[config.mk]
export PLATFORM = sky130hd
export DESIGN_NAME = lm80c_read_return
export DESIGN_NICKNAME = d
export VERILOG_FILES = /design/src/lm80c_map_pkg.sv /design/src/lm80c_read_return.sv
export SDC_FILE = /design/constraint.sdc
export NUM_CORES = 1
export LEC_CHECK = 0
export CAP_MARGIN = 0
export CORE_AREA = 2 2 39 41
export CTS_CLUSTER_SIZE = 14
export DETAILED_ROUTE_END_ITERATION = 16
export DIE_AREA = 0 0 41 43
export DONT_BUFFER_PORTS = 1
export GPL_ROUTABILITY_DRIVEN = 0
export HOLD_SLACK_MARGIN = 0.15
export PLACE_DENSITY = 0.6
export SYNTH_ARGS = -nofsm -noshare
export SYNTH_HDL_FRONTEND = slang
export SYNTH_SLANG_ARGS = --single-unit
[constraint.sdc]
create_clock -name clk_cpu -period 1 [get_ports clk_cpu]
set_input_delay 0.2 -clock clk_cpu [delete_from_list [all_inputs] [get_ports clk_cpu]]
set_output_delay 0.2 -clock clk_cpu [all_outputs]
set_load 0.02 [all_outputs]
[src/lm80c_map_pkg.sv]
package lm80c_map_pkg;

	// ------------------------------------------------------------------------
	// Data and address widths
	// ------------------------------------------------------------------------

	// Every data path is one byte wide
	parameter int DATA_W = 8;

	// CPU sees a flat 64 KB space
	parameter int CPU_ADDR_W = 16;

	// 32 KB ROM array and 64 KB RAM array
	parameter int ROM_ADDR_W = 15;
	parameter int RAM_ADDR_W = 16;

	// Loader and eraser use the wide download address
	parameter int LOAD_ADDR_W = 25;

	// Upper fields left over by each view of the loader address
	parameter int ROM_REGION_W = LOAD_ADDR_W - ROM_ADDR_W;
	parameter int RAM_BANK_W = LOAD_ADDR_W - RAM_ADDR_W;

	typedef logic [DATA_W-1:0] data_t;
	typedef logic [CPU_ADDR_W-1:0] cpu_addr_t;
	typedef logic [ROM_ADDR_W-1:0] rom_addr_t;
	typedef logic [RAM_ADDR_W-1:0] ram_addr_t;

	// ------------------------------------------------------------------------
	// Region constants
	// ------------------------------------------------------------------------

	// Loader region zero covers 0x00000 to 0x07FFF, the ROM image
	parameter logic [ROM_REGION_W-1:0] ROM_REGION = '0;

	// Bank one covers 0x10000 to 0x1FFFF, the RAM image
	parameter logic [RAM_BANK_W-1:0] RAM_BANK = RAM_BANK_W'(1);

	// ROM overlays the CPU space below this address when enabled
	parameter cpu_addr_t CPU_ROM_TOP = 16'h8000;

	// ------------------------------------------------------------------------
	// Loader address, decoded as ROM offset or as RAM offset
	// ------------------------------------------------------------------------
	typedef struct packed {
		logic [ROM_REGION_W-1:0] region;
		rom_addr_t offset;
	} load_rom_view_t;

	typedef struct packed {
		logic [RAM_BANK_W-1:0] bank;
		ram_addr_t offset;
	} load_ram_view_t;

	typedef union packed {
		load_rom_view_t rom;
		load_ram_view_t ram;
	} load_addr_u;

endpackage
[src/lm80c_read_return.sv]
`timescale 1ns/1ps

module lm80c_read_return (
	input logic clk_cpu,
	input logic rst,
	input logic cpu_rd,
	input logic cpu_rom_sel,
	input lm80c_map_pkg::data_t rom_rdata,
	input lm80c_map_pkg::data_t ram_rdata,
	output lm80c_map_pkg::data_t cpu_rdata,
	output logic cpu_rdata_valid
);

	// Stage 1 state, lined up with the array read latency
	logic rd_q;
	logic rom_sel_q;

	// ------------------------------------------------------------------------
	// Stage 1
	// ------------------------------------------------------------------------

	// Strobe is control state and clears on reset
	always_ff @(posedge clk_cpu) begin
		if (rst) begin
			rd_q <= 1'b0;
		end else begin
			rd_q <= cpu_rd;
		end
	end

	// Region select rides along with the strobe
	always_ff @(posedge clk_cpu) begin
		rom_sel_q <= cpu_rom_sel;
	end

	// ------------------------------------------------------------------------
	// Stage 2
	// ------------------------------------------------------------------------

	// Array data is valid now, pick the region and hold it
	always_ff @(posedge clk_cpu) begin
		if (rd_q) begin
			cpu_rdata <= rom_sel_q ? rom_rdata : ram_rdata;
		end
	end

	// One-cycle valid pulse, two cycles after cpu_rd
	always_ff @(posedge clk_cpu) begin
		if (rst) begin
			cpu_rdata_valid <= 1'b0;
		end else begin
			cpu_rdata_valid <= rd_q;
		end
	end

endmodule

# Word level (Yosys, flattened, before mapping)
# Index checks and enable logic that the tools add are counted.
[word_totals] regBits=11 in_bits=20 output_inout_bits=9 wordCells=5
[op_classes] n_mux=1
[ops] op="$mux 8" count=1

# Longest topological paths before layout
[logic_depth] ltp_word=1 mapped_depth=2 mapped_depth_nobuf=1

# Least setup slack after synthesis
# Ideal clock, no wire load.
[synth_path] path_type="register to register" startpoint="register rom_sel_q" endpoint="register cpu_rdata[0], data pin" setup_ns=0.260 arrival_ns=0.735 required_ns=0.740 path_slack_ns=0.005 stages_incl_launch_ff=3 path_buffers=1 period_less_slack_ns=0.995 path_cell_list="dfxtp_1 > buf_6 > mux2_4"
[synth_between] elab_chain_cells=1
[synth_rtl] element="from (decl)" line_no="lm80c_read_return.sv:16" source="logic rom_sel_q;"
[synth_rtl] element="from (signal assigned)" line_no="lm80c_read_return.sv:33" source="rom_sel_q <= cpu_rom_sel;"
[synth_rtl] element="$mux 8" line_no="lm80c_read_return.sv:43" source="cpu_rdata <= rom_sel_q ? rom_rdata : ram_rdata;"
[synth_rtl] element="to (signal assigned)" line_no="lm80c_read_return.sv:43"
[synth_rtl] element="to (decl)" line_no="lm80c_read_return.sv:10" source="output lm80c_map_pkg::data_t cpu_rdata,"
# Every way passes these cells.
# A chain may end at the register's enable or synchronous reset.

# Worst setup path in the final report
[layout_path] startpoint="register rom_sel_q" endpoint="register cpu_rdata[6], data pin"
# Same word-level chain as after synthesis.

==> results.cfg <==
[synth]
yosysTopAreaCellShare_pct = 54.1
ys_top_cells_by_count = edfxtp_1 (8), mux2_4 (8), dfxtp_1 (3), nor2b_1 (2), buf_6 (1)
yosysUniqueCellTypes = 5
synth_fp_nets = 42
synth_area_sq_um = 444
avgSynthCellArea_sq_um = 20.2
synth_edf_count = 8
ys_warn_count = 0
yosysSeqAreaShare_pct = 67.6
synthArstFlopShare_pct = 0
synthFlopType = edfxtp_1
synth_largest_area_cell = edfxtp_1
synth_seq_cells = 11
syn_inst = 22
synth_top_cells_by_area = edfxtp_1 (54%), mux2_4 (27%), dfxtp_1 (14%)

[routing]
routed_wl_um = 778
via_per_inst = 4.54
ant_nets = 0
num_vias = 277
dr.first_iter.drc_count = 0
firstDrtPassIters = 1
wire_per_inst_um = 12.8
drc = 0

[floorplanning]
fp.dieW_um = 41
core_area_sq_um = 1380
dieArea_sq_um = 1760
num_rows = 14
die_h_um = 43
ios = 29
start_util_pct = 32.1

[global_routing]
grt_pass1_wl_mm = 1.12
grt_pass1_vias = 289
grt_max_degree = 10
antenna_found_initial = 0
grt_overflow_total = 0
track_usage_pct = 9.80

[worst_setup_path]
startpoint_type = flop
end_kind = flop
r2r_slack_ps = -10
cp_max_fo = 3
critical_path_class = reg -> reg
critPathArrivalTime_ps = 1020
required_ps = 1010

[placement]
io_buffers = 0
dp_hpwl_um = 507
dp_slack_ps = -35.3

[cells_and_area]
diodes = 0
fin_util_pct = 49.1
drive_gt1_share_pct = 31.1
area_growth_pct = 53.0
nets = 66

[hold_path]
hp-class = in -> reg

[power_and_ir_drop]
ir_drop_uv = 547
power.density_nw_per_um2 = 1410
p_leak_nw = 0.271

[timing]
hold_slack_ps = 161
setup_slack_ps = -11.6
period_share_pct = 101
clock_skew_ps = 2.11
fin_tns_setup_ps = -28.9
finalCriticalPeriod_ps = 1010
rsz0062_at_grt = yes
finalSetupViolCount = 5
slew_violations = 0
fmax_mhz = 989
hold_viol = 0
tightest_slew_ps = 353
slew-limit-headroom_pct = 76.4

[run]
cap_violations = 0

[clocking]
htree_levels = 1
cts.sinks = 11
clkLatencyLatePin_ps = 260
clk_path_buf_depth = 2
tritoncts = yes
cts_buffers = 3
cts_root_buf = clkbuf_4
clkTransAtPathRegs_ps = 70

[outcome]
status = finished, violations left
violations = setup timing
[per-layer routing]
layer	vias to the layer above	share of wire, %	GRT usage, %
met3	0	7.1	3.14
met2	15	62	17.5
met1	134	31	8.47
met5	-	0	0
met4	0	0	6.00
li1	128	-	-
[critical path: stages, from the launching register on]
cell and delay [ps]:
dfxtp_2 340, buf_4 130, mux2_4 290
[area by class of cell]
| type | instances | area, sq um |
|---|---|---|
| multi-input cells | 10 | 133 |
| repair buffers | 20 | 199 |
| well taps | 16 | 20.0 |
| clock buffers | 4 | 26.3 |
| flip-flops and latches | 11 | 302 |
| fillers | 130 | 704 |
[layout by cell type (no fill, tap or decap)]
master          n
dlygate4sd3_1  18
dfxtp_2         1
mux2_4          8
clkbuf_1        1
buf_6           1
edfxtp_1        8
clkbuf_4        3
buf_4           1
dfxtp_1         2
nor2b_1         2
[final timing paths]
path / cells after the start / to / from
worst max-delay path: 2 / cpu_rdata[6] / rom_sel_q
worst min-delay path: 1 / cpu_rdata[0] / ram_rdata[0]
worst max register to register: 2 / cpu_rdata[6] / rom_sel_q
worst min register to register: 0 / cpu_rdata[3] / rd_q
[power breakdown]
part / leakage, nW / switching [mW] / internal (mW)
clock: 0.0150 / 0.137 / 0.154
sequential: 0.100 / 0.0347 / 0.518
combinational: 0.156 / 0.0256 / 0.0923
total: 0.271 / 0.197 / 0.764
[repair_timing]
item | in CTS | in global routing
hold buffers | 14 | 4
setup endpoints to repair | 7 | 8
gates resized for setup | 2 | 0
buffers inserted | 0 | 0
endpoints found under the hold margin | 9 | 2
[per-stage QoR]
step                instances  area [sq um]  power (mW)
finish                     61           679       0.961
global route               61           679        1.01
CTS                        57           639       0.967
detailed placement         39           468       0.624
global placement           39           468       0.622
floorplan                  22           444       0.613
[registers in the layout (all words and copies together) (netlist names)]
register         flops
cpu_rdata            8
rd_q                 1
rom_sel_q            1
cpu_rdata_valid      1
[cell families after synthesis]
logic type / share of synthesized area [%]
buffers and inverters: 2.54
flip-flops: 67.6
multiplexers: 27.0
AND/OR/NAND/NOR: 2.82
(Power assumes the default switching activity.)
