===== config.mk =====
export PLATFORM = sky130hd
export DESIGN_NAME = lm80c_write_decode
export DESIGN_NICKNAME = d
export VERILOG_FILES = /design/src/lm80c_map_pkg.sv /design/src/lm80c_write_decode.sv
export SDC_FILE = /design/constraint.sdc
export NUM_CORES = 1
export LEC_CHECK = 0
export ABC_CLOCK_PERIOD_IN_PS = 2560
export BUFFER_PORTS_ARGS = -buffer_cell sky130_fd_sc_hd__buf_4
export CORE_AREA = 2 2 59 61
export DETAILED_ROUTE_END_ITERATION = 16
export DIE_AREA = 0 0 61 63
export PLACE_DENSITY = 0.84
export SKIP_LAST_GASP = 1
export SLEW_MARGIN = 20
export SYNTH_ARGS = -nofsm -noshare
export SYNTH_HDL_FRONTEND = slang
export SYNTH_SLANG_ARGS = --single-unit

===== constraint.sdc =====
create_clock -name vclk -period 2.56
set_input_delay 0.256 -clock vclk [all_inputs]
set_output_delay 0.256 -clock vclk [all_outputs]
set_load 0.01 [all_outputs]

===== src/lm80c_map_pkg.sv =====
package lm80c_map_pkg;

	// ------------------------------------------------------------------------
	// Data and address widths
	// ------------------------------------------------------------------------

	// Every data path is one byte wide
	parameter int DATA_W = 8;

	// CPU sees a flat 64 KB space
	parameter int CPU_ADDR_W = 16;

	// 32 KB ROM array and 64 KB RAM array
	parameter int ROM_ADDR_W = 15;
	parameter int RAM_ADDR_W = 16;

	// Loader and eraser use the wide download address
	parameter int LOAD_ADDR_W = 25;

	// Upper fields left over by each view of the loader address
	parameter int ROM_REGION_W = LOAD_ADDR_W - ROM_ADDR_W;
	parameter int RAM_BANK_W = LOAD_ADDR_W - RAM_ADDR_W;

	typedef logic [DATA_W-1:0] data_t;
	typedef logic [CPU_ADDR_W-1:0] cpu_addr_t;
	typedef logic [ROM_ADDR_W-1:0] rom_addr_t;
	typedef logic [RAM_ADDR_W-1:0] ram_addr_t;

	// ------------------------------------------------------------------------
	// Region constants
	// ------------------------------------------------------------------------

	// Loader region zero covers 0x00000 to 0x07FFF, the ROM image
	parameter logic [ROM_REGION_W-1:0] ROM_REGION = '0;

	// Bank one covers 0x10000 to 0x1FFFF, the RAM image
	parameter logic [RAM_BANK_W-1:0] RAM_BANK = RAM_BANK_W'(1);

	// ROM overlays the CPU space below this address when enabled
	parameter cpu_addr_t CPU_ROM_TOP = 16'h8000;

	// ------------------------------------------------------------------------
	// Loader address, decoded as ROM offset or as RAM offset
	// ------------------------------------------------------------------------
	typedef struct packed {
		logic [ROM_REGION_W-1:0] region;
		rom_addr_t offset;
	} load_rom_view_t;

	typedef struct packed {
		logic [RAM_BANK_W-1:0] bank;
		ram_addr_t offset;
	} load_ram_view_t;

	typedef union packed {
		load_rom_view_t rom;
		load_ram_view_t ram;
	} load_addr_u;

endpackage

===== src/lm80c_write_decode.sv =====
`timescale 1ns/1ps

module lm80c_write_decode (
	input logic rst,
	// Download source
	input logic dl_active,
	input logic dl_wr,
	input lm80c_map_pkg::load_addr_u dl_addr,
	input lm80c_map_pkg::data_t dl_data,
	// Erase source
	input logic erase_busy,
	input logic erase_wr,
	input lm80c_map_pkg::load_addr_u erase_addr,
	input lm80c_map_pkg::data_t erase_data,
	// CPU source
	input lm80c_map_pkg::cpu_addr_t cpu_addr,
	input lm80c_map_pkg::data_t cpu_wdata,
	input logic cpu_wr,
	// Map and control inputs
	input logic rom_enabled,
	input logic rom_loaded,
	input logic reset_key,
	input logic menu_reset,
	// ROM write port
	output logic rom_we,
	output lm80c_map_pkg::rom_addr_t rom_waddr,
	output lm80c_map_pkg::data_t rom_wdata,
	// RAM write port
	output logic ram_we,
	output lm80c_map_pkg::ram_addr_t ram_waddr,
	output lm80c_map_pkg::data_t ram_wdata,
	// CPU side levels
	output logic cpu_rom_sel,
	output logic cpu_reset,
	output logic cpu_wait
);

	// Winning loader-side write, download or erase
	logic ld_wr;
	lm80c_map_pkg::load_addr_u ld_addr;
	lm80c_map_pkg::data_t ld_data;

	// Per-target write qualifiers
	logic ld_to_rom;
	logic ld_to_ram;
	logic cpu_to_ram;

	// ------------------------------------------------------------------------
	// Source arbitration
	// ------------------------------------------------------------------------

	// Download beats erase, erase beats the CPU
	always_comb begin
		ld_wr = 1'b0;
		ld_addr = erase_addr;
		ld_data = erase_data;
		if (dl_active && dl_wr) begin
			ld_wr = 1'b1;
			ld_addr = dl_addr;
			ld_data = dl_data;
		end else if (erase_busy && erase_wr) begin
			ld_wr = 1'b1;
		end
	end

	// ------------------------------------------------------------------------
	// Region decode
	// ------------------------------------------------------------------------

	// ROM view: region zero is the 32 KB ROM image
	assign ld_to_rom = ld_wr && (ld_addr.rom.region == lm80c_map_pkg::ROM_REGION);

	// RAM view: bank one is the 64 KB RAM image
	// Anything else (0x08000-0x0FFFF, 0x20000 up) falls through unwritten
	assign ld_to_ram = ld_wr && (ld_addr.ram.bank == lm80c_map_pkg::RAM_BANK);

	// ROM overlay on the low 32 KB of the CPU space
	assign cpu_rom_sel = rom_enabled && (cpu_addr < lm80c_map_pkg::CPU_ROM_TOP);

	// CPU only writes when no loader write is pending, never into the overlay
	assign cpu_to_ram = !ld_wr && cpu_wr && !cpu_rom_sel;

	// ------------------------------------------------------------------------
	// Write ports
	// ------------------------------------------------------------------------

	// ROM is only reachable from the loader side
	assign rom_we = ld_to_rom;
	assign rom_waddr = ld_addr.rom.offset;
	assign rom_wdata = ld_data;

	// RAM takes loader or CPU data
	assign ram_we = ld_to_ram || cpu_to_ram;
	assign ram_waddr = ld_wr ? ld_addr.ram.offset : cpu_addr;
	assign ram_wdata = ld_wr ? ld_data : cpu_wdata;

	// ------------------------------------------------------------------------
	// CPU control levels
	// ------------------------------------------------------------------------

	// Hold the CPU in reset while booting, erasing or on a key or menu reset
	assign cpu_reset = rst || reset_key || erase_busy || menu_reset || !rom_loaded;

	// Stall the CPU until the ROM is in and while a download runs
	assign cpu_wait = !rom_loaded || dl_active;

endmodule


== After elaboration in Yosys (flattened, before gate mapping) ==
Index checks and enable logic that the tools add are counted.
W data, S select, Z words.

* Equal/unequal tests: 1
* Reduce and logical (&&, ||, !) cells: 17
* $lt $le $gt $ge: 1
* Multiplexer cells: 6

{| class="wikitable"
|+ Operators by type and width
! operator !! count
|-
| $mux W25 || 1
|-
| $lt A16 B16 Y1 const B || 1
|-
| $mux W16 || 1
|-
| $mux W8 || 2
|-
| $logic_not A10 Y1 || 1
|-
| $eq A9 B1 Y1 const B || 1
|-
| $logic_and A1 B1 Y1 || 7
|-
| $logic_or A1 B1 Y1 || 6
|-
| $logic_not A1 Y1 || 3
|-
| $mux W1 || 2
|}

* Output and inout bits: 52
* Bits in registers: 0
* Word-level logic and storage cells: 25

== Logic depth before layout (Yosys ltp) ==
* Word-level depth: 7
* Depth in mapped cells: 6
* Gate-level depth less buffers: 4

== Least setup slack after synthesis ==
Ideal clock, no wire load.

* Path type: input-to-output
* Start: in erase_addr[17] (netlist bit)
* End: out rom_we
* Path buffers: 0
* Arrival time: 1,184 ps
* Stages on the path: 4
* Data required time: 2,304 ps
* Slack: 1,120 ps
* Cells stage by stage: nor4_1 and4b_1 a31oi_1 a2111oi_2

* Longest elaborated chain between the ends: 3

{| class="wikitable"
|+ Ends and longest elaborated chain
! what !! RTL line !! source
|-
| start: declaration || lm80c_write_decode.sv:13 || <nowiki>input lm80c_map_pkg::load_addr_u erase_addr,</nowiki>
|-
| $mux W25 || lm80c_write_decode.sv:57 || <nowiki>if (dl_active && dl_wr) begin</nowiki>
|-
| $logic_not A10 Y1 || lm80c_write_decode.sv:71 || <nowiki>assign ld_to_rom = ld_wr && (ld_addr.rom.region == lm80c_map_pkg::ROM_REGION);</nowiki>
|-
| $logic_and A1 B1 Y1 || lm80c_write_decode.sv:71 ||
|-
| end: declaration || lm80c_write_decode.sv:25 || <nowiki>output logic rom_we,</nowiki>
|}

Every way passes these cells.

== Worst setup path after layout ==
* Start: in dl_active
* End: out ram_wdata[0]

* Longest elaborated chain between the ends: 3
* Elaborated cells on any way between the ends: 4
* Classes of those cells: mux: 3; reduce/logical: 1

{| class="wikitable"
|+ Ends and longest elaborated chain
! what !! RTL line !! source
|-
| start: declaration || lm80c_write_decode.sv:6 || <nowiki>input logic dl_active,</nowiki>
|-
| $logic_and A1 B1 Y1 * || lm80c_write_decode.sv:57 ||
|-
| $mux W8 or $mux W1 (tied branches) || lm80c_write_decode.sv:57 ||
|-
| $mux W8 * || lm80c_write_decode.sv:95 || <nowiki>assign ram_wdata = ld_wr ? ld_data : cpu_wdata;</nowiki>
|-
| end: declaration || lm80c_write_decode.sv:31 || <nowiki>output lm80c_map_pkg::data_t ram_wdata,</nowiki>
|}

Every way passes the cells marked *; elsewhere a longest branch is shown, timed or not.

==> reports/metrics.cfg <==
[placement]
dp_slack_ps=524
hpwl_microns=3120
gp_congestion=0.832
portBuffers=152
placed_cell_area_sq_mm=0.00191

[route]
wl_met1_microns=1240
drtPass1Iterations=4
drtAntennaViolNets=0
routed_wirelength_microns=3520
viasPerCell=4.36
drc=0
dr_wl_met2_microns=2010
drt-initial-drc-count=9
routed.top_layer=met3
post_drt_wl_per_cell_microns=13.1
route.met3.wl_microns=258
dr_total_vias=1174

[yosys]
syn_nets=175
yosysSeqAreaShare_pct=0
yosys_warnings=0
synthCells=75
synth.area.top_cells=mux2_2, mux2_4, buf_6
netlist_area_sq_um=757
netlist.area_leader.share_pct=59.5
synth_commonest_cells=mux2_2, mux2_4, buf_6
avgSynthCellArea_sq_um=10.1
synth_cell_types=20
synth_top_area_cell=mux2_2
yosysMostFrequentCell=mux2_2

[timing]
tns_ps=0
finalCriticalPeriod_ps=2040
drv_slew=0
relSlewSlack_pct=58.3
finalCritPeriodShare_pct=79.8
final_hold_viol_count=0
rsz0062_at_grt=no
final_critical_path_setup_slack_ps=517
tightestPinTransition_ps=623
max_freq_mhz=489
setup_viol=0

[finish]
num-clock-buffers=0
diodes=0
nFlopsAndLatches=0
regArea_sq_um=0
drive_above_1_share_pct=91.0
syn_to_final_growth_pct=152
nFillCells=312
num-nets-final=325
design_area_sq_mm=0.00191

[pwr]
peakVddDrop_mv=0.0979
p_per_area_mw_per_mm2=203
leakage_nw=1.01

[setup_path]
worstPathCellList=buf_4 > nand2_2 > buf_4 > mux2_2 > mux2_2 > buf_4
crit_start=dl_active
path_max_fanout=16
arrival_ps=1790
slowest_stage=mux2_2
worstPathRequired_ps=2300
crit_buf_inv=3
crit_family=multiplexers
critPathKind=input pin to output port
worst_path_most_repeated_cell=buf_4
crit_path_start_kind=input pin
crit_path_end_kind=output port
critPathMaxStageDelay_ps=380

[floorplanning]
io_pins=152
die_y_microns=63
die-area_sq_mm=0.00384
core_sq_mm=0.00323
start_util_pct=23.4
die_w_microns=61
rows=21

[grt]
grt_overflow_total=0
grt_pass1_vias=1175
grt_pass1_wl_microns=5300
grt.total_usage_pct=17.2
grt_max_degree=27
antenna_found_initial=0

[clocking]
post_cts_buffers=0
hold_buffers=0
cts.repair.resized=0

[outcome]
status=finished clean

[worst_hold_path]
hp-start=rom_loaded
worstHoldPathType=input pin to output port

[run]
drv_cap=0

## stage by stage
stage	power [mW]	util (%)	instances	hold slack, ps
floorplan	0.163	-	75	565
global placement	0.383	59.0	269	775
detailed placement	0.388	59.0	269	775
CTS	0.389	59.0	269	775
global route	0.413	59.0	269	792
finish	0.386	59.0	269	773
## cells by family (layout without fill, tap and decap cells)
family                 after synthesis  count (layout)  synth area share (%)
AND/OR/NAND/NOR                     16              16                  12.2
buffers and inverters                6             154                  7.93
multiplexers                        48              48                  74.0
AO/OA/AOI/OAI                        5               5                  5.78
## per-layer routing
metal | vias to the layer above | GRT usage [%]
li1 | 585 | -
met1 | 535 | 19.6
met2 | 54 | 34.3
met3 | 0 | 1.66
met4 | 0 | 0.543
met5 | - | 0
## path summary, 6_finish.rpt
path | end | slack [ps] | cells after the start
min | cpu_wait | 770 | 3
max | ram_wdata[0] | 520 | 6
## power breakdown
part	internal, mW	switching (mW)
sequential	0	0
combinational	0.250	0.136
clock	0	0
total	0.250	0.136
## cell usage in the layout, fill, tap and decap left out, drive strengths merged, types with 2 or more instances in the layout
master	netlist	final
mux2	46	46
mux2i	2	2
buf	5	153
nor2	2	2
nand2	5	5
nor4	2	2
nor3	3	3
## tightest hold or removal path: stages
cell and delay, ps:
buf_4 80, nand2b_1 40, buf_4 130
## area by class of cell
| type | count | area, sq um | area share, % |
|---|---|---|---|
| repair buffers | 153 | 1150 | 60.2 |
| multi-input cells | 69 | 697 | 36.5 |
| well taps | 46 | 57.6 | 3.02 |
| inverters | 1 | 3.75 | 0.197 |
No activity file was read; power rests on OpenSTA's default activity.
