$ cat config.mk
export PLATFORM = sky130hd
export DESIGN_NAME = lm80c_clock_enables
export DESIGN_NICKNAME = d
export VERILOG_FILES = /design/src/lm80c_timing_pkg.sv /design/src/lm80c_clock_enables.sv
export SDC_FILE = /design/constraint.sdc
export NUM_CORES = 1
export LEC_CHECK = 0
export ABC_AREA = 1
export BUFFER_PORTS_ARGS = -buffer_cell sky130_fd_sc_hd__buf_2
export CORE_AREA = 2 2 39 41
export CTS_BUF_LIST = sky130_fd_sc_hd__clkbuf_4 sky130_fd_sc_hd__clkbuf_8
export DETAILED_ROUTE_END_ITERATION = 7
export DIE_AREA = 0 0 41 43
export HOLD_SLACK_MARGIN = 0.1
export PLACE_DENSITY = 0.34
export SLEW_MARGIN = 25
export SYNTH_ARGS = -nofsm -noshare
export SYNTH_HDL_FRONTEND = slang
export SYNTH_SLANG_ARGS = --single-unit
$ cat constraint.sdc
create_clock -name clk_cpu -period 2.02 [get_ports clk_cpu]
set_clock_uncertainty 0.15 [all_clocks]
set_input_delay 0.404 -clock clk_cpu [delete_from_list [all_inputs] [get_ports clk_cpu]]
set_output_delay 0.404 -clock clk_cpu [all_outputs]
set_load 0.1 [all_outputs]
$ cat src/lm80c_timing_pkg.sv
package lm80c_timing_pkg;

	// ------------------------------------------------------------------------
	// Clock enable divider
	// ------------------------------------------------------------------------

	// One divider period is 16 clk_cpu cycles
	parameter int ENA_DIV_W = 4;

	// CPU runs at an eighth of clk_cpu, two pulses per period
	parameter logic [ENA_DIV_W-1:0] CPU_ENA_PHASE_A = 4'd0;
	parameter logic [ENA_DIV_W-1:0] CPU_ENA_PHASE_B = 4'd8;

	// Sound chip gets one pulse per period
	parameter logic [ENA_DIV_W-1:0] PSG_ENA_PHASE = 4'd0;

	// Video enable fires whenever these low bits are all zero
	parameter int VDP_DIV_W = 2;

endpackage

$ cat src/lm80c_clock_enables.sv
`timescale 1ns/1ps

module lm80c_clock_enables (
	input logic clk_cpu,
	input logic rst,
	output logic cpu_ena,
	output logic psg_ena,
	output logic vdp_ena
);

	// Free-running phase counter
	logic [lm80c_timing_pkg::ENA_DIV_W-1:0] div_cnt;

	// Phase hits, decoded from the current counter value
	logic cpu_hit;
	logic psg_hit;
	logic vdp_hit;

	// ------------------------------------------------------------------------
	// Phase decode
	// ------------------------------------------------------------------------

	// CPU at phases 0 and 8
	assign cpu_hit = (div_cnt == lm80c_timing_pkg::CPU_ENA_PHASE_A) ||
		(div_cnt == lm80c_timing_pkg::CPU_ENA_PHASE_B);

	// Sound once per period
	assign psg_hit = (div_cnt == lm80c_timing_pkg::PSG_ENA_PHASE);

	// Video every fourth cycle
	assign vdp_hit = (div_cnt[lm80c_timing_pkg::VDP_DIV_W-1:0] == '0);

	// ------------------------------------------------------------------------
	// Counter and registered enables
	// ------------------------------------------------------------------------
	always_ff @(posedge clk_cpu) begin
		if (rst) begin
			// Counter restarts at 0, all enables held low
			div_cnt <= '0;
			cpu_ena <= 1'b0;
			psg_ena <= 1'b0;
			vdp_ena <= 1'b0;
		end else begin
			div_cnt <= div_cnt + 1'b1;
			// Enables lag the counter by one cycle
			cpu_ena <= cpu_hit;
			psg_ena <= psg_hit;
			vdp_ena <= vdp_hit;
		end
	end

endmodule

Word-level counts from Yosys, hierarchy flattened
Cells that the tools add are included.

operators by class
  add/sub/neg operators = 1
  equality and inequality tests = 1
  reduce and logical (&&, ||, !) cells = 3

operators by type and width
  operator               count
  $add A4 B1 Y4 const B  1
  $eq A4 B4 Y1 const B   1
  $logic_not A4 Y1       1
  $logic_not A2 Y1       1
  $logic_or A1 B1 Y1     1

storage, ports and cells
  register bits = 7
  input port bits = 2
  output and inout port bits = 3
  logic and storage cells = 9

Logic depth before layout (Yosys ltp)
Gate-level depths: netlist of run 1.

  depth in word-level cells = 2
  depth in mapped cells = 5
  depth with buffers taken out = 5

Worst setup path before layout of run 1
No wires, ideal clock.

  path kind = register to output
  start = register cpu_ena
  end = output port cpu_ena
  data arrival time = 909 ps
  setup slack = 557 ps
  stages on the path, launching flop included = 1
  path buffers = 0
  path through = dfxtp_1

RTL lines
  item                    RTL line                   text
  start, declared         lm80c_clock_enables.sv:6   output logic cpu_ena,
  start signal, assigned  lm80c_clock_enables.sv:46  cpu_ena <= cpu_hit;

No word-level cell between the ends.

Worst setup path after layout of run 1
  start = register psg_ena
  end = output port psg_ena

RTL lines
  item                    RTL line                   text
  start, declared         lm80c_clock_enables.sv:7   output logic psg_ena,
  start signal, assigned  lm80c_clock_enables.sv:47  psg_ena <= psg_hit;

No word-level cell between the ends.

==> results of run 1 <==
[routing by layer]
metal,global-route usage [%],routed length (µm),up-vias
met1,5.84,152,80
met4,2.00,0,0
met2,6.88,163,6
met5,0,0,-
met3,6.28,33,0
li1,-,-,95
[kinds of logic after synthesis]
family / count (synthesis) / share of synthesized area, %
fa+ha+maj: 2 / 10.1
flops: 7 / 56.6
xor+xnor: 1 / 3.54
simple gates: 11 / 20.7
buf+inv: 6 / 9.09
[how the worst min path moves through the flow]
| stage | slack [ns] | endpoint | startpoint | depth (start not counted) |
|---|---|---|---|---|
| after floorplan | 0.28 | div_cnt[0] | div_cnt[0] | 1 |
| after global placement | 0.30 | div_cnt[0] | div_cnt[0] | 1 |
| after CTS | 0.25 | div_cnt[0] | rst | 2 |
| final | 0.26 | div_cnt[0] | rst | 2 |
| after detailed placement | 0.30 | div_cnt[0] | div_cnt[0] | 1 |
| after global routing | 0.26 | vdp_ena | rst | 2 |
[through the flow]
stage,power [mW],utilization [%],hold slack (ns),std cells
final,0.358,23.0,0.264,51
after global routing,0.379,23.0,0.260,51
after CTS,0.369,23.0,0.254,51
after detailed placement,0.228,20.8,0.305,47
after global placement,0.227,20.8,0.304,47
after floorplan,0.216,-,0.280,27
[cell usage after synthesis (all sizes together)]
library cell | instances | area, µm²
and2 | 1 | 6.26
dfxtp | 7 | 140
ha | 2 | 25.0
inv | 6 | 22.5
nand2 | 2 | 7.51
nand3 | 1 | 5.00
nor2 | 6 | 22.5
nor3 | 1 | 10.0
xnor2 | 1 | 8.76
[placed cells by master (no fill, tap or decap), drive strengths merged]
cell / count
inv: 6
and2: 1
nand2: 2
nand3: 1
clkbuf: 4
ha: 2
xnor2: 1
buf: 4
nor2: 6
nor3: 1
dfxtp: 7
[cell type report]
cell class              count  share of cell area, %
flip-flops and latches      7                   44.1
multi-input cells          14                   26.8
clock buffers               4                   9.45
inverters                   6                   7.09
repair buffers              4                   6.30
well taps                  16                   6.30
[power groups by stage]
stage	registers, mW	logic [mW]	clock network (mW)
after CTS	0.155	0.0702	0.143
after detailed placement	0.158	0.0701	0
final	0.155	0.0694	0.134
after global placement	0.158	0.0694	0
after global routing	0.156	0.0734	0.149
after floorplan	0.202	0.0148	0
[flip-flops by register name (all words and copies together), names as in the netlist]
signal and flops:
cpu_ena 1, div_cnt 4, vdp_ena 1, psg_ena 1
==> results.sh, run 1 <==
export IMPL_start_kind="register"
export IMPL_crit_family="buffers and inverters"
export IMPL_area_delta_synth_final_pct=28.3
export IMPL_grt_antenna_before_repair=0
export IMPL_antennaDiodeCount=0
export IMPL_ys_ff_latch=7
export IMPL_cp_depth=1
export IMPL_r2r_slack_ns=0.90
export IMPL_cts_buffers_inserted=3
export IMPL_rsz0062_at_grt="no"
export IMPL_finalSetupViolCount=0
export IMPL_place_ws_ns=0.760
export IMPL_cp_slowest_cell="buf_2"
export IMPL_power_frac_comb_pct=19.4
export IMPL_grt_pass1_vias=157
export IMPL_end_kind="output pin"
export IMPL_final_hold_viol_count=0
export IMPL_yosysUniqueCellTypes=9
export IMPL_hp_class="primary input to register"
export IMPL_grt_pass1_wl_um=593
export IMPL_reg2regPathDepth=5
export IMPL_fin_ws_ns=0.510
export IMPL_maxSlewHeadroom_pct=67.9
export IMPL_postCtsHoldBufs=0
export IMPL_p_sw_mw=0.107
export IMPL_crit_path_max_fanout=1
export IMPL_p_per_area_mw_per_mm2=1130
export IMPL_dieArea_mm2=0.00176
export IMPL_synth_cells=27
export IMPL_crit_arrival_ns=0.96
export IMPL_synth_warnings=0
export IMPL_finalCritPeriodShare_pct=74.8
export IMPL_worstPathCellList="buf_2"
export IMPL_cp_num_buf_inv=1
export IMPL_drt_wl_total_um=350
export IMPL_via_count=181
export IMPL_rr_endpoint="psg_ena"
export IMPL_fillers=155
export IMPL_slowest_delay_ns=0.41
export IMPL_multi_input_area_um2=85.1
export IMPL_tritoncts="done"
export IMPL_coreArea_mm2=0.00138
export IMPL_status="finished, final reports clean"
export IMPL_drtPass1Iterations=2
export IMPL_drc=0
export IMPL_total_leakage_power_nw=0.159
export IMPL_netlist_area_um2=248
export IMPL_clk_path_buf_depth=2
export IMPL_endpoint="psg_ena"
export IMPL_die_w_um=41
export IMPL_crit_type="register to output pin"
export IMPL_seq_area_um2=140
export IMPL_grt_max_degree=7
export IMPL_fp_row_count=14
export IMPL_p_seq_share_pct=43.4
export IMPL_pwr_share_clk_pct=37.3
export IMPL_dpl_cell_area_um2=288
export IMPL_clock_latency_ns=0.24
export IMPL_cts_repair_resized=0
export IMPL_worst_pin_slew_ns=0.485
export IMPL_fmax_mhz=662
export IMPL_slew_viol_final=0
export IMPL_wire_per_inst_um=6.86
export IMPL_syn_nets=31
export IMPL_cap_viol_max_count=0
export IMPL_peakVddDrop_mv=0.337
export IMPL_stdcell_area_um2=318
export IMPL_synth_seq_area_share_pct=56.6
export IMPL_crit_required_ns=1.47
export IMPL_clkTransAtPathRegs_ns=0.05
export IMPL_start_util_pct=17.9
export IMPL_viasPerCell=3.55
export IMPL_ant_nets=0
export IMPL_root_buffer="clkbuf_4"
export IMPL_drt_iter0_drc=2
export IMPL_avgSynthCellArea_um2=9.18
export IMPL_nets=40
export IMPL_clock_sinks=7
export IMPL_place_gp_congestion=0.709
export IMPL_min_period_ns=1.51
export IMPL_grt_overflow=0
export IMPL_switching_share_pct=30.0
export IMPL_crit_start="psg_ena"
export IMPL_timing_setup_tns_ns=0
export IMPL_drive_gt1_share_pct=25.7
export IMPL_die_h_um=43
export IMPL_gr_usage_all_layers_pct=5.54
export IMPL_r2r_start="div_cnt[0]"
export IMPL_io_buffers=4
export IMPL_post_cts_repair_setup_buffers=0
export IMPL_io_pins=5
export IMPL_htree_levels=1
export IMPL_intPower_mw=0.251
Note: power is estimated with default switching activity, not from simulation.
==> run 2, diff against run 1 <==
ABC_AREA = 0   (was 1)
PLACE_DENSITY = 0.35   (was 0.34)
clock period = 1.3 ns   (was 2.02 ns; I/O delays follow)
==> run 2 against run 1 <==
Count of clock-buffer cells in the layout unchanged; setup slack got worse by 0.38 ns; utilization increased by 4.1 points; register-to-register slack got worse by 0.77 ns; critical endpoint is now psg_ena; highest routed layer is now met4.
==> results.sh, run 2 <==
export IMPL_ant_nets=0
export IMPL_hp_class="primary input to register"
export IMPL_crit_path_max_fanout=4
export IMPL_synth_warnings=0
export IMPL_ys_top_cells_by_area="dfxtp_1 (55%), ha_1 (9.8%), nor2b_1 (9.8%), mux2_4 (5.9%), nor3b_2 (4.9%)"
export IMPL_yosysUniqueCellTypes=9
export IMPL_finalCritPeriodShare_pct=90.2
export IMPL_syn_nets=26
export IMPL_start_util_pct=18.4
export IMPL_reg2regPathDepth=4
export IMPL_final_hold_viol_count=0
export IMPL_fp_row_count=14
export IMPL_synth_top_cell_by_area="dfxtp_1"
export IMPL_fmax_mhz=852
export IMPL_antennaDiodeCount=0
export IMPL_p_per_area_mw_per_mm2=1610
export IMPL_worst_pin_slew_ns=0.159
export IMPL_place_gp_congestion=0.615
export IMPL_cp_slowest_cell="dfxtp_1"
export IMPL_timing_setup_tns_ns=0
export IMPL_io_buffers=4
export IMPL_drtPass1Iterations=4
export IMPL_grt_antenna_before_repair=0
export IMPL_hold_path_end="vdp_ena"
export IMPL_ys_ff_latch=7
export IMPL_clk_path_buf_depth=2
export IMPL_drc=0
export IMPL_min_period_ns=1.17
export IMPL_grt_pass1_wl_um=634
export IMPL_clkTransAtPathRegs_ns=0.05
export IMPL_worstPathCellList="inv_1 > ha_1 > nor3b_2 > nor2b_1"
export IMPL_largest_reg_flops=4
export IMPL_yosysMostFrequentCell="dfxtp_1"
export IMPL_dp_hpwl_um=262
export IMPL_coreArea_mm2=0.00138
export IMPL_clock_sinks=7
export IMPL_r2r_start="div_cnt[0]"
export IMPL_drt_iter0_drc=1
export IMPL_grt_overflow=0
export IMPL_crit_arrival_ns=1.16
export IMPL_drive_gt1_share_pct=46.7
export IMPL_dominantRegCellSynth="dfxtp_1"
export IMPL_gr_usage_all_layers_pct=5.84
export IMPL_tritoncts="done"
export IMPL_crit_required_ns=1.29
export IMPL_r2r_slack_ns=0.13
export IMPL_crit_type="register to register"
export IMPL_rsz0062_at_grt="no"
export IMPL_hold_start="rst"
export IMPL_clock_latency_ns=0.25
export IMPL_dieArea_mm2=0.00176
export IMPL_status="finished, final reports clean"
export IMPL_wire_per_inst_um=7.15
export IMPL_die_h_um=43
export IMPL_via_count=157
export IMPL_grt_pass1_vias=158
export IMPL_cts_repair_resized=0
export IMPL_io_pins=5
export IMPL_maxSlewHeadroom_pct=89.4
export IMPL_async_reset_ff_share_pct=0
export IMPL_power_mw=0.603
export IMPL_mostFrequentLayoutCells="nor2b_1 (4), clkbuf_4 (4), dfxtp_1 (4)"
export IMPL_postCtsHoldBufs=0
export IMPL_rr_endpoint="psg_ena"
export IMPL_synth_cells=22
export IMPL_total_leakage_power_nw=0.161
export IMPL_slew_viol_final=0
export IMPL_htree_levels=1
export IMPL_peakVddDrop_mv=0.376
export IMPL_slowest_delay_ns=0.38
export IMPL_cts_buffers_inserted=3
export IMPL_cap_viol_max_count=0
export IMPL_synth_top_area_share_pct=54.9
export IMPL_nets=35
export IMPL_netlist_area_um2=255
export IMPL_finalSetupViolCount=0
export IMPL_area_delta_synth_final_pct=46.6
export IMPL_start_kind="register"
export IMPL_die_w_um=41
export IMPL_synth_commonest_cells="dfxtp_1 (7), nor2b_1 (4), nor2_1 (3), ha_1 (2), inv_1 (2)"
export IMPL_root_buffer="clkbuf_4"
export IMPL_avgSynthCellArea_um2=11.6
export IMPL_post_cts_repair_setup_buffers=0
export IMPL_drt_wl_total_um=329
export IMPL_end_kind="register"
export IMPL_min_path_cells=2
export IMPL_largest_register="div_cnt"
export IMPL_synth_edf_count=0
export IMPL_synth_seq_area_share_pct=54.9
export IMPL_viasPerCell=3.41
export IMPL_grt_max_degree=8
## run 2: cell count changes after synthesis, moves of 2 or more
| cell | change |
|---|---|
| inv_1 | -4 |
| nor2b_1 | +4 |
| nand2_1 | -2 |
| nor2_1 | -3 |
## run 2: routing by layer
layer	wire length [µm]	share of wire, %	GRT usage (%)
met5	0	0	0
met4	14	4.3	6.00
met3	36	11	3.14
met2	131	40	6.56
met1	147	45	7.12
## run 2: cells by family (layout without fill, tap and decap cells)
family,count (synthesis),count (layout),share of synthesized area [%]
flip-flops,7,7,54.9
multiplexers,1,1,5.88
adder cells (fa/ha/maj),2,2,9.80
buffers and inverters,2,10,2.94
XOR/XNOR,1,1,3.43
AND/OR/NAND/NOR,9,9,23.0
## run 2: layout make-up
class,instances,area [µm²]
Fill cell,146,1010
Sequential cell,7,144
Multi-Input combinational cell,13,108
Timing Repair Buffer,4,65.1
Clock buffer,4,30.0
Tap cell,16,20.0
Inverter,2,7.51
## run 2: worst max-delay path, delay by kind of cell, from the launching register on
family | cells | cell delay (ns)
adder cells (fa/ha/maj) | 1 | 0.20
buffers and inverters | 1 | 0.06
flip-flops | 1 | 0.38
AND/OR/NAND/NOR | 2 | 0.27
## run 2: how the worst max path moves through the flow
| stage | depth (start not counted) | start | slack [ns] | to |
|---|---|---|---|---|
| 6_report | 4 | div_cnt[0] | 0.13 | psg_ena |
| 5_1_grt | 4 | div_cnt[0] | 0.06 | psg_ena |
| 4_1_cts | 4 | div_cnt[0] | 0.11 | psg_ena |
| 3_5_place_dp | 4 | div_cnt[0] | 0.12 | psg_ena |
| 3_3_place_gp | 4 | div_cnt[0] | 0.13 | psg_ena |
| 2_1_floorplan | 4 | div_cnt[0] | 0.18 | psg_ena |
## run 2: where the power goes
group,switching [mW],internal [mW],leakage (nW),total (mW)
sequential,0.0152,0.234,0.0587,0.250
clock,0.0796,0.138,0.0184,0.217
combinational,0.0838,0.0519,0.0836,0.136
total,0.178,0.424,0.161,0.603
## run 2: through the flow
stage / hold slack, ns / area (µm²) / utilization, % / setup WS (ns) / cells
6_report: 0.111 / 374 / 27.0 / 0.127 / 46
3_3_place_gp: 0.267 / 344 / 24.9 / 0.134 / 42
3_5_place_dp: 0.276 / 344 / 24.9 / 0.122 / 42
4_1_cts: 0.111 / 374 / 27.0 / 0.113 / 46
5_1_grt: 0.125 / 374 / 27.0 / 0.0570 / 46
2_1_floorplan: 0.174 / 259 / - / 0.184 / 22
